==> src/tcb_cfg.svh <==
/*
  bus and memory sizing for the atomic TCB slice
  - byte addressing, full word accesses only
  - memory depth must be a power of two, at least 2
*/
`ifndef TCB_CFG_SVH
`define TCB_CFG_SVH

// byte address width
`define TCB_ADR 32

// data width, one full word per transfer
`define TCB_DAT 32

// memory size in words
`define TCB_MEM_DEPTH 16

`endif

==> src/tcb_pkg.sv <==
/*
  shared TCB types
  - opcodes follow the RISC-V AMO funct5 codes
  - AMO_NONE uses a spare code and marks a plain read or write
  - widths come from the cfg header
*/
`include "tcb_cfg.svh"

package tcb_pkg;

  // transfer kind
  typedef enum logic [4:0] {
    AMO_ADD  = 5'b00000,
    AMO_SWAP = 5'b00001,
    AMO_XOR  = 5'b00100,
    AMO_OR   = 5'b01000,
    AMO_AND  = 5'b01100,
    AMO_MIN  = 5'b10000,
    AMO_MAX  = 5'b10100,
    AMO_MINU = 5'b11000,
    AMO_MAXU = 5'b11100,
    // plain read or write
    AMO_NONE = 5'b11111
  } tcb_amo_t;

  // response status
  typedef enum logic {
    TCB_STS_OK  = 1'b0,
    TCB_STS_ERR = 1'b1
  } tcb_sts_t;

  // request, held stable until rdy
  typedef struct packed {
    logic                wen;
    logic                ren;
    tcb_amo_t            amo;
    logic [`TCB_ADR-1:0] adr;
    logic [`TCB_DAT-1:0] wdt;
  } tcb_req_t;

  // response, valid in the transfer cycle
  typedef struct packed {
    logic [`TCB_DAT-1:0] rdt;
    tcb_sts_t            sts;
  } tcb_rsp_t;

endpackage

==> src/tcb_if.sv <==
/*
  TCB point to point link
  - zero response delay, rsp valid while vld && rdy
  - single beat transfers, no lock, no bursts
*/

interface tcb_if
  import tcb_pkg::*;
();

  //////////////////////////////
  // handshake
  //////////////////////////////

  // request valid, from manager
  logic     vld;
  // ready, from subordinate
  logic     rdy;

  //////////////////////////////
  // payload
  //////////////////////////////

  tcb_req_t req;
  tcb_rsp_t rsp;

  // manager side
  modport man (
    output vld,
    output req,
    input  rdy,
    input  rsp
  );

  // subordinate side
  modport sub (
    input  vld,
    input  req,
    output rdy,
    output rsp
  );

endinterface

==> src/tcb_amo_rmw.sv <==
/*
  atomic read-modify-write converter
  - sub side takes read, write and atomic transfers
  - man side sees plain transfers only, amo is always AMO_NONE
  - needs a subordinate with zero response delay and unclocked read
  - atomic transfers set both wen and ren, the old value is returned
  - purely combinational
*/
`include "tcb_cfg.svh"

module tcb_amo_rmw
  import tcb_pkg::*;
(
  // manager connects here
  tcb_if.sub sub,
  // memory connects here
  tcb_if.man man
);

  localparam int unsigned DAT = `TCB_DAT;

  // new write operand
  logic [DAT-1:0] wdt;
  // old memory value
  logic [DAT-1:0] rdt;
  // invert rdt, subtract for compares
  logic           inv;
  // unsigned order
  logic           uns;
  // second adder operand
  logic [DAT-1:0] op2;
  // sum with carry out
  logic [DAT:0]   sum;
  // wdt below rdt
  logic           lt;
  logic [DAT-1:0] log_res;
  logic [DAT-1:0] art_res;
  // combined value toward memory
  logic [DAT-1:0] wdt_new;

  assign wdt = sub.req.wdt;
  assign rdt = man.rsp.rdt;

  //////////////////////////////
  // arithmetic unit
  //////////////////////////////

  // adder mode per opcode
  always_comb begin
    case (sub.req.amo)
      AMO_MIN,
      AMO_MAX: begin
        inv = 1'b1;
        uns = 1'b0;
      end
      AMO_MINU,
      AMO_MAXU: begin
        inv = 1'b1;
        uns = 1'b1;
      end
      default: begin
        inv = 1'b0;
        uns = 1'b0;
      end
    endcase
  end

  // one adder, wdt + rdt or wdt - rdt
  assign op2 = inv ? ~rdt : rdt;
  assign sum = {1'b0, wdt} + {1'b0, op2} + {{DAT{1'b0}}, inv};

  // unsigned: no carry out means a borrow
  // signed: sign of the sign-extended difference
  assign lt = uns ? ~sum[DAT] : (wdt[DAT-1] ^ op2[DAT-1] ^ sum[DAT]);

  always_comb begin
    case (sub.req.amo)
      AMO_MIN,
      AMO_MINU: art_res = lt ? wdt : rdt;
      AMO_MAX,
      AMO_MAXU: art_res = lt ? rdt : wdt;
      // add
      default:  art_res = sum[DAT-1:0];
    endcase
  end

  //////////////////////////////
  // logic unit
  //////////////////////////////

  always_comb begin
    case (sub.req.amo)
      AMO_XOR: log_res = wdt ^ rdt;
      AMO_AND: log_res = wdt & rdt;
      AMO_OR:  log_res = wdt | rdt;
      default: log_res = wdt;
    endcase
  end

  //////////////////////////////
  // write data select
  //////////////////////////////

  always_comb begin
    case (sub.req.amo)
      // plain write and swap keep the manager data
      AMO_NONE,
      AMO_SWAP: wdt_new = wdt;
      AMO_XOR,
      AMO_AND,
      AMO_OR:   wdt_new = log_res;
      default:  wdt_new = art_res;
    endcase
  end

  //////////////////////////////
  // request and response
  //////////////////////////////

  // handshake straight through
  assign man.vld = sub.vld;
  assign sub.rdy = man.rdy;

  // memory sees a plain transfer
  assign man.req = '{
    wen: sub.req.wen,
    ren: sub.req.ren,
    amo: AMO_NONE,
    adr: sub.req.adr,
    wdt: wdt_new
  };

  // old value and status back unchanged
  assign sub.rsp = man.rsp;

endmodule

==> src/tcb_mem_sub.sv <==
/*
  word memory subordinate
  - unclocked read, write on the edge ending the transfer
  - misaligned or out of range address gives an error, zero data, no write
  - all words cleared while rst is high
  - hold keeps rdy low, stands in for lost arbitration
*/
`include "tcb_cfg.svh"

module tcb_mem_sub
  import tcb_pkg::*;
(
  input  logic clk,
  input  logic rst,
  input  logic hold,
  tcb_if.sub   sub
);

  localparam int unsigned DEPTH = `TCB_MEM_DEPTH;
  localparam int unsigned IDX   = $clog2(DEPTH);

  // storage, one entry per word
  logic [`TCB_DAT-1:0] mem [DEPTH];
  // word address
  logic [`TCB_ADR-3:0] wrd;
  // array index
  logic [IDX-1:0]      idx;
  logic                err;
  logic                rdy;
  logic                wen;
  logic [`TCB_DAT-1:0] rdt;

  //////////////////////////////
  // decode
  //////////////////////////////

  assign wrd = sub.req.adr[`TCB_ADR-1:2];
  assign idx = wrd[IDX-1:0];

  // misaligned or past the last word
  assign err = (sub.req.adr[1:0] != 2'b00) || (wrd >= DEPTH);

  // no transfer during reset or hold
  assign rdy = ~rst & ~hold;

  // write only on a good handshake
  assign wen = sub.vld & rdy & sub.req.wen & ~err;

  //////////////////////////////
  // response
  //////////////////////////////

  // read is combinational, zero delay
  assign rdt = err ? '0 : mem[idx];

  assign sub.rdy = rdy;
  assign sub.rsp = '{
    rdt: rdt,
    sts: err ? TCB_STS_ERR : TCB_STS_OK
  };

  //////////////////////////////
  // storage
  //////////////////////////////

  always_ff @(posedge clk) begin
    if (rst) begin
      for (int unsigned i = 0; i < DEPTH; i++) begin
        mem[i] <= '0;
      end
    end else if (wen) begin
      mem[idx] <= sub.req.wdt;
    end
  end

endmodule

==> src/tcb_amo_top.sv <==
/*
  TCB atomic slice top level
  - plain manager ports, one transfer per cycle with vld && rdy
  - rdt and sts valid in the transfer cycle itself
  - atomic transfers set wen and ren, rdt returns the old value
  - hold stalls the memory, req must stay stable meanwhile
*/
`include "tcb_cfg.svh"

module tcb_amo_top
  import tcb_pkg::*;
(
  input  logic                clk,
  input  logic                rst,
  input  logic                hold,
  // request
  input  logic                vld,
  input  logic                wen,
  input  logic                ren,
  input  tcb_amo_t            amo,
  input  logic [`TCB_ADR-1:0] adr,
  input  logic [`TCB_DAT-1:0] wdt,
  // response
  output logic                rdy,
  output logic [`TCB_DAT-1:0] rdt,
  output tcb_sts_t            sts
);

  // manager to converter
  tcb_if bus_amo ();
  // converter to memory
  tcb_if bus_mem ();

  //////////////////////////////
  // port mapping, manager side
  //////////////////////////////

  assign bus_amo.vld = vld;
  assign bus_amo.req = '{wen: wen, ren: ren, amo: amo, adr: adr, wdt: wdt};

  assign rdy = bus_amo.rdy;
  assign rdt = bus_amo.rsp.rdt;
  assign sts = bus_amo.rsp.sts;

  //////////////////////////////
  // datapath
  //////////////////////////////

  // atomic ops become plain writes
  tcb_amo_rmw u_tcb_amo_rmw (
    .sub (bus_amo),
    .man (bus_mem)
  );

  tcb_mem_sub u_tcb_mem_sub (
    .clk  (clk),
    .rst  (rst),
    .hold (hold),
    .sub  (bus_mem)
  );

endmodule

==> config.mk <==
export PLATFORM = sky130hd
export DESIGN_NAME = tcb_amo_top
export DESIGN_NICKNAME = d
export VERILOG_FILES = /design/src/tcb_pkg.sv /design/src/tcb_if.sv /design/src/tcb_amo_rmw.sv /design/src/tcb_mem_sub.sv /design/src/tcb_amo_top.sv
export VERILOG_INCLUDE_DIRS = /design/src
export SDC_FILE = /design/constraint.sdc
export NUM_CORES = 1
export LEC_CHECK = 0
export BUFFER_PORTS_ARGS = -buffer_cell sky130_fd_sc_hd__buf_2
export CAP_MARGIN = 40
export CORE_MARGIN = 4
export CORE_UTILIZATION = 35
export DETAILED_ROUTE_END_ITERATION = 10
export PLACE_DENSITY = 0.57
export SYNTH_ARGS = -nofsm -noshare
export SYNTH_HDL_FRONTEND = slang
export SYNTH_SLANG_ARGS = --single-unit
==> constraint.sdc <==
create_clock -name clk -period 7.75 [get_ports clk]
set_clock_uncertainty 0.2 [all_clocks]
set_input_delay 0.3875 -clock clk [delete_from_list [all_inputs] [get_ports clk]]
set_output_delay 0.3875 -clock clk [all_outputs]
set_load 0.01 [all_outputs]
# ---- After elaboration in Yosys (flattened, before gate mapping)
# Memory sizes are Yosys's and may differ from the RTL's.
# Cells that the tools add are included.
dict set report word_totals {
  reg_bits 0
  latchBits 0
  mem_bits_rw 512
  mem_bits_ro 0
  out_inout_bits 34
  n_memories 1
}
dict set report op_classes {
  add_sub_neg 2
  n_mul 0
  div_mod_pow 0
  n_lt_le_gt_ge 1
  n_eq_ne 9
  n_shift 0
  n_mux 19
  n_bitwise 14
  reduce_logical 9
}
# memory words width read_ports rd_clocked_by_memory_dff wr line
set memory_table {}
lappend memory_table {u_tcb_mem_sub.mem 16 32 1 0 16 tcb_mem_sub.sv:23} ;# logic [`TCB_DAT-1:0] mem [DEPTH];
# operator count
set ops {}
lappend ops {{32-bit 2-to-1 mux} 5}
lappend ops {{32-bit case mux with 2 select lines} 2}
lappend ops {{32-bit case mux with 3 select lines} 1}
lappend ops {{32-bit by 32-bit adder with 33-bit output} 1}
lappend ops {{33-bit by 1-bit adder with 33-bit output} 1}
lappend ops {{32-bit bitwise AND} 1}
lappend ops {{32-bit NOT} 1}
lappend ops {{32-bit OR} 1}
lappend ops {{32-bit OR reduction} 1}
lappend ops {{32-bit bitwise XOR} 1}
lappend ops {{30-bit by 5-bit >= comparator with 1-bit output, second input constant} 1}
lappend ops {{5-bit equality test, second input constant} 5}
lappend ops {{5-bit by 4-bit equality test with 1-bit output, second input constant} 2}
lappend ops {{1-bit 2-to-1 mux} 10}
lappend ops {{2-bit OR reduction} 4}
lappend ops {{5-bit by 1-bit equality test with 1-bit output, second input constant} 1}
lappend ops {{5-bit by 3-bit equality test with 1-bit output, second input constant} 1}
lappend ops {{1-bit bitwise AND} 4}
lappend ops {{4-bit 2-to-1 mux} 1}
lappend ops {{1-bit NOT} 4}
lappend ops {{4-bit OR reduction} 1}
lappend ops {{3-bit OR reduction} 1}
lappend ops {{2-bit nonzero test} 1}
lappend ops {{1-bit bitwise XOR} 2}
lappend ops {{1-bit logical OR} 1}

# ---- Longest topological paths before layout
dict set report depth {
  word_depth 13
  ltp_mapped 23
}

# ---- Modules after synthesis
# From an unflattened synthesis, not the netlist that was laid out.
dict set report unflattened {
  hier_cells 2275
  area_unflattened_um2 27784.1
}
# module instances cells_per_inst area_per_inst_um2 seq_area_each_um2
set modules_own_cells {}
lappend modules_own_cells {tcb_mem_sub 1 1544 22389.0 15374.7}
lappend modules_own_cells {tcb_amo_rmw 1 731 5395.2 0.0}

# ---- Worst setup path after synthesis
# OpenSTA, ideal clock, no wires.
dict set report synth_path {
  path_type {input-to-reg}
  from {input port adr[3]}
  to {memory u_tcb_mem_sub.mem[10][0] in the netlist's numbering (data pin)}
  setup_time_ns 0.266
  t_arrival_ns 5.240
  required_ns 7.284
  path_slack_ns 2.044
  path_stages 21
  path_cell_list {buf_2 -> clkbuf_1 -> clkbuf_1 -> buf_2 -> mux4_2 -> mux4_2 -> nand2_1 -> xnor2_1 -> ha_1 -> buf_2 -> and4_4 -> and3_1 -> buf_2 -> a32o_1 -> a21o_1 -> nor3_1 -> or2_1 -> a21oi_1 -> a222oi_1 -> buf_4 -> nor2_1}
}
# item line
set synth_lines {}
lappend synth_lines {{from (decl)} tcb_amo_top.sv:21} ;# input logic [`TCB_ADR-1:0] adr,
lappend synth_lines {{to (decl)} tcb_mem_sub.sv:23}

==> out/qor.csv <==
metric,value,unit
syn-num-nets,2352,
cp-endpoint,u_tcb_mem_sub.mem[13][21],
synth_edf_count,512,
combPwrFrac,14.5,%
setup_ws,1.51,ns
drive_gt1_share,23.3,%
largest_reg_flops,512,
p_clk_share,34.4,%
power,6.28,mW
globalplace.congestion,0.925,
netlist_area,27400,sq um
ys_seq_elements,512,
clkLatencyLatePin,0.58,ns
rows,102,
cap_violations,0,
internal_power,4.68,mW
fmax,160,MHz
power_density,203,nW/um^2
tns,0,ns
numCtsBuffers,46,
wl_per_cell,26.1,um
path_max_fanout,55,
start_util,35.3,%
rr_startpoint,u_tcb_mem_sub.mem[11][20],
hold_path_class,in -> reg,
drv_slew,0,
r2r_end,u_tcb_mem_sub.mem[13][21],
fin_crit,6.24,ns
cts_max_level,2,
synth.distinct_cells,82,
r2r_slack,1.76,ns
hold_viol_final,0,
dieArea,82700,sq um
overflow,0,
port_buffers,107,
clk_pin_slew,0.07,ns
yosys-top-cells-count,"nor2_1, edfxtp_1, mux4_2",
first_global_vias,19100,
swShare,25.5,%
n_antenna_cell,0,
dp_hpwl,55400,um
crit_path_start_kind,primary input,
path_class,in -> reg,
p_sw,1.60,mW
route.vias.total,18900,
yosysWarnings,0,
synth_area_leader_cell,edfxtp_1,
power.leakage,11.0,nW
regMostFlops,u_tcb_mem_sub.mem,
p_seq_share,51.1,%
ctsHoldBuffers,0,
top_regs,u_tcb_mem_sub.mem: 512 flops,
coreArea,77500,sq um
clk_path_buf_depth,3,
syn_inst,2181,
cp-startpoint,adr[2],
cts_resized,0,
track_usage,20.7,%
post_cts_buffers,0,
worstPathArrival,6.34,ns
syn_area_per_cell,12.5,sq um
tightest_slew,0.884,ns
setup_viol,0,
via_per_inst,5.64,
cts_tree,yes,
reg2regPathDepth,16,
yosys-top-cells-area,"edfxtp_1, mux4_2, nor2_1, ha_1, mux2_2",
required,7.84,ns
grt_pass1_wl,126000,um
io_pins,109,
ys.flop_type,edfxtp_1,
seq_area_frac_synth,56.2,%
synth.most_common_cell,nor2_1,
yosys.area.top_type_share,56.2,%
grt_max_degree,56,
fin_crit_sh,80.6,%
routed_wl,87200,um
die_height,288,um
max_slew_margin,41.1,%
rsz0062_at_grt,no,
dr.pass1.iters,5,
nets,2441,
end_kind,flop,
synthArstFlopShare,0,%
status,completed,
grt_antenna_before_repair,1,
place_ws,1.01,ns
die_w,288,um
fin_util,39.9,%
drc,0,
cts.sink_count,512,
area_delta_synth_final,13.0,%
vdd_drop_max,0.157,mV
ant_nets,0,
clockRootBuffer,clkbuf_16,
drt-initial-drc-count,2016,
-- final cells by class --
cell class,count,area (sq um)
fill,7344,46600
clock buffer,56,1210
multi-input combinational,1425,11100
clock inverter,26,168
timing repair buffer,214,1530
tap,1040,1300
sequential,512,15400
inverter,71,267
-- power groups by stage --
stage | Sequential [mW] | Clock, mW | Combinational [mW]
after floorplan | 3.25 | 0 | 0.583
after global placement | 3.26 | 0 | 0.882
after detailed placement | 3.27 | 0 | 0.905
after CTS | 3.21 | 2.19 | 0.910
after global routing | 3.22 | 2.30 | 0.976
final | 3.21 | 2.16 | 0.914
-- worst max-delay path, cell delays in order --
cell and delay (ns):
clkbuf_8 0.59, mux4_2 0.60, mux2_2 0.26, o21ai_0 0.55, nand2b_1 0.22, inv_1 0.10, xnor2_1 0.14, ha_1 0.42
and4_4 0.24, and3_1 0.42, a32o_1 0.27, a21o_1 0.28, o21ai_1 0.11, a31o_1 0.42, a221o_1 0.46, a211oi_4 0.67
nor2_1 0.10
-- routing by layer --
| metal | GRT usage [%] | vias up | share of wire, % |
|---|---|---|---|
| met5 | 0 | - | 0 |
| met3 | 1.96 | 164 | 7.2 |
| met4 | 7.28 | 0 | 3.6 |
| li1 | - | 8224 | - |
| met2 | 37.7 | 849 | 52 |
| met1 | 25.6 | 9635 | 38 |
-- through the flow --
step,cells,hold slack [ns],cell area [sq um]
2_1_floorplan,2181,0.448,27400
3_3_place_gp,3248,0.772,29300
3_5_place_dp,3262,0.785,29500
4_1_cts,3344,0.194,30900
5_1_grt,3344,0.237,30900
6_report,3344,0.214,30900
-- cell families after synthesis --
group | Yosys count | synth area share [%]
buf+inv | 244 | 3.76
xor+xnor | 55 | 1.76
fa+ha+maj | 96 | 4.42
simple gates | 779 | 11.9
compound gates | 287 | 7.50
flops | 512 | 56.2
mux | 208 | 14.5
-- how the worst min path moves through the flow --
stage                       from                        to  slack (ns)  cells past startpoint
after global placement    wdt[3]   u_tcb_mem_sub.mem[5][3]        0.77                      4
after CTS                 wdt[3]   u_tcb_mem_sub.mem[1][3]        0.19                      4
after global routing      wdt[3]  u_tcb_mem_sub.mem[11][3]        0.24                      4
final                     wdt[7]   u_tcb_mem_sub.mem[3][7]        0.21                      4
after detailed placement  wdt[3]   u_tcb_mem_sub.mem[2][3]        0.79                      4
after floorplan           wdt[4]   u_tcb_mem_sub.mem[0][4]        0.45                      2
-- cells in the final DEF (no fill, tap or decap), types with 10 or more instances in the layout --
| master | instances |
|---|---|
| a221oi_2 | 14 |
| nand2_2 | 16 |
| inv_1 | 71 |
| buf_2 | 105 |
| clkbuf_16 | 47 |
| xor2_1 | 13 |
| nand3_1 | 13 |
| nor3_1 | 35 |
| ha_1 | 95 |
| mux2_2 | 42 |
| nand2b_1 | 11 |
| o22ai_1 | 10 |
| o21a_1 | 10 |
| nand2_1 | 95 |
| nand2b_2 | 16 |
| o21ai_0 | 58 |
| buf_4 | 96 |
| a21oi_1 | 84 |
| a21o_1 | 13 |
| clkinv_1 | 15 |
| xnor2_1 | 42 |
| nor2_1 | 533 |
| mux2i_1 | 20 |
| edfxtp_1 | 512 |
| mux4_2 | 146 |
| nand4_1 | 13 |
Power figures use the tool's default switching activity.
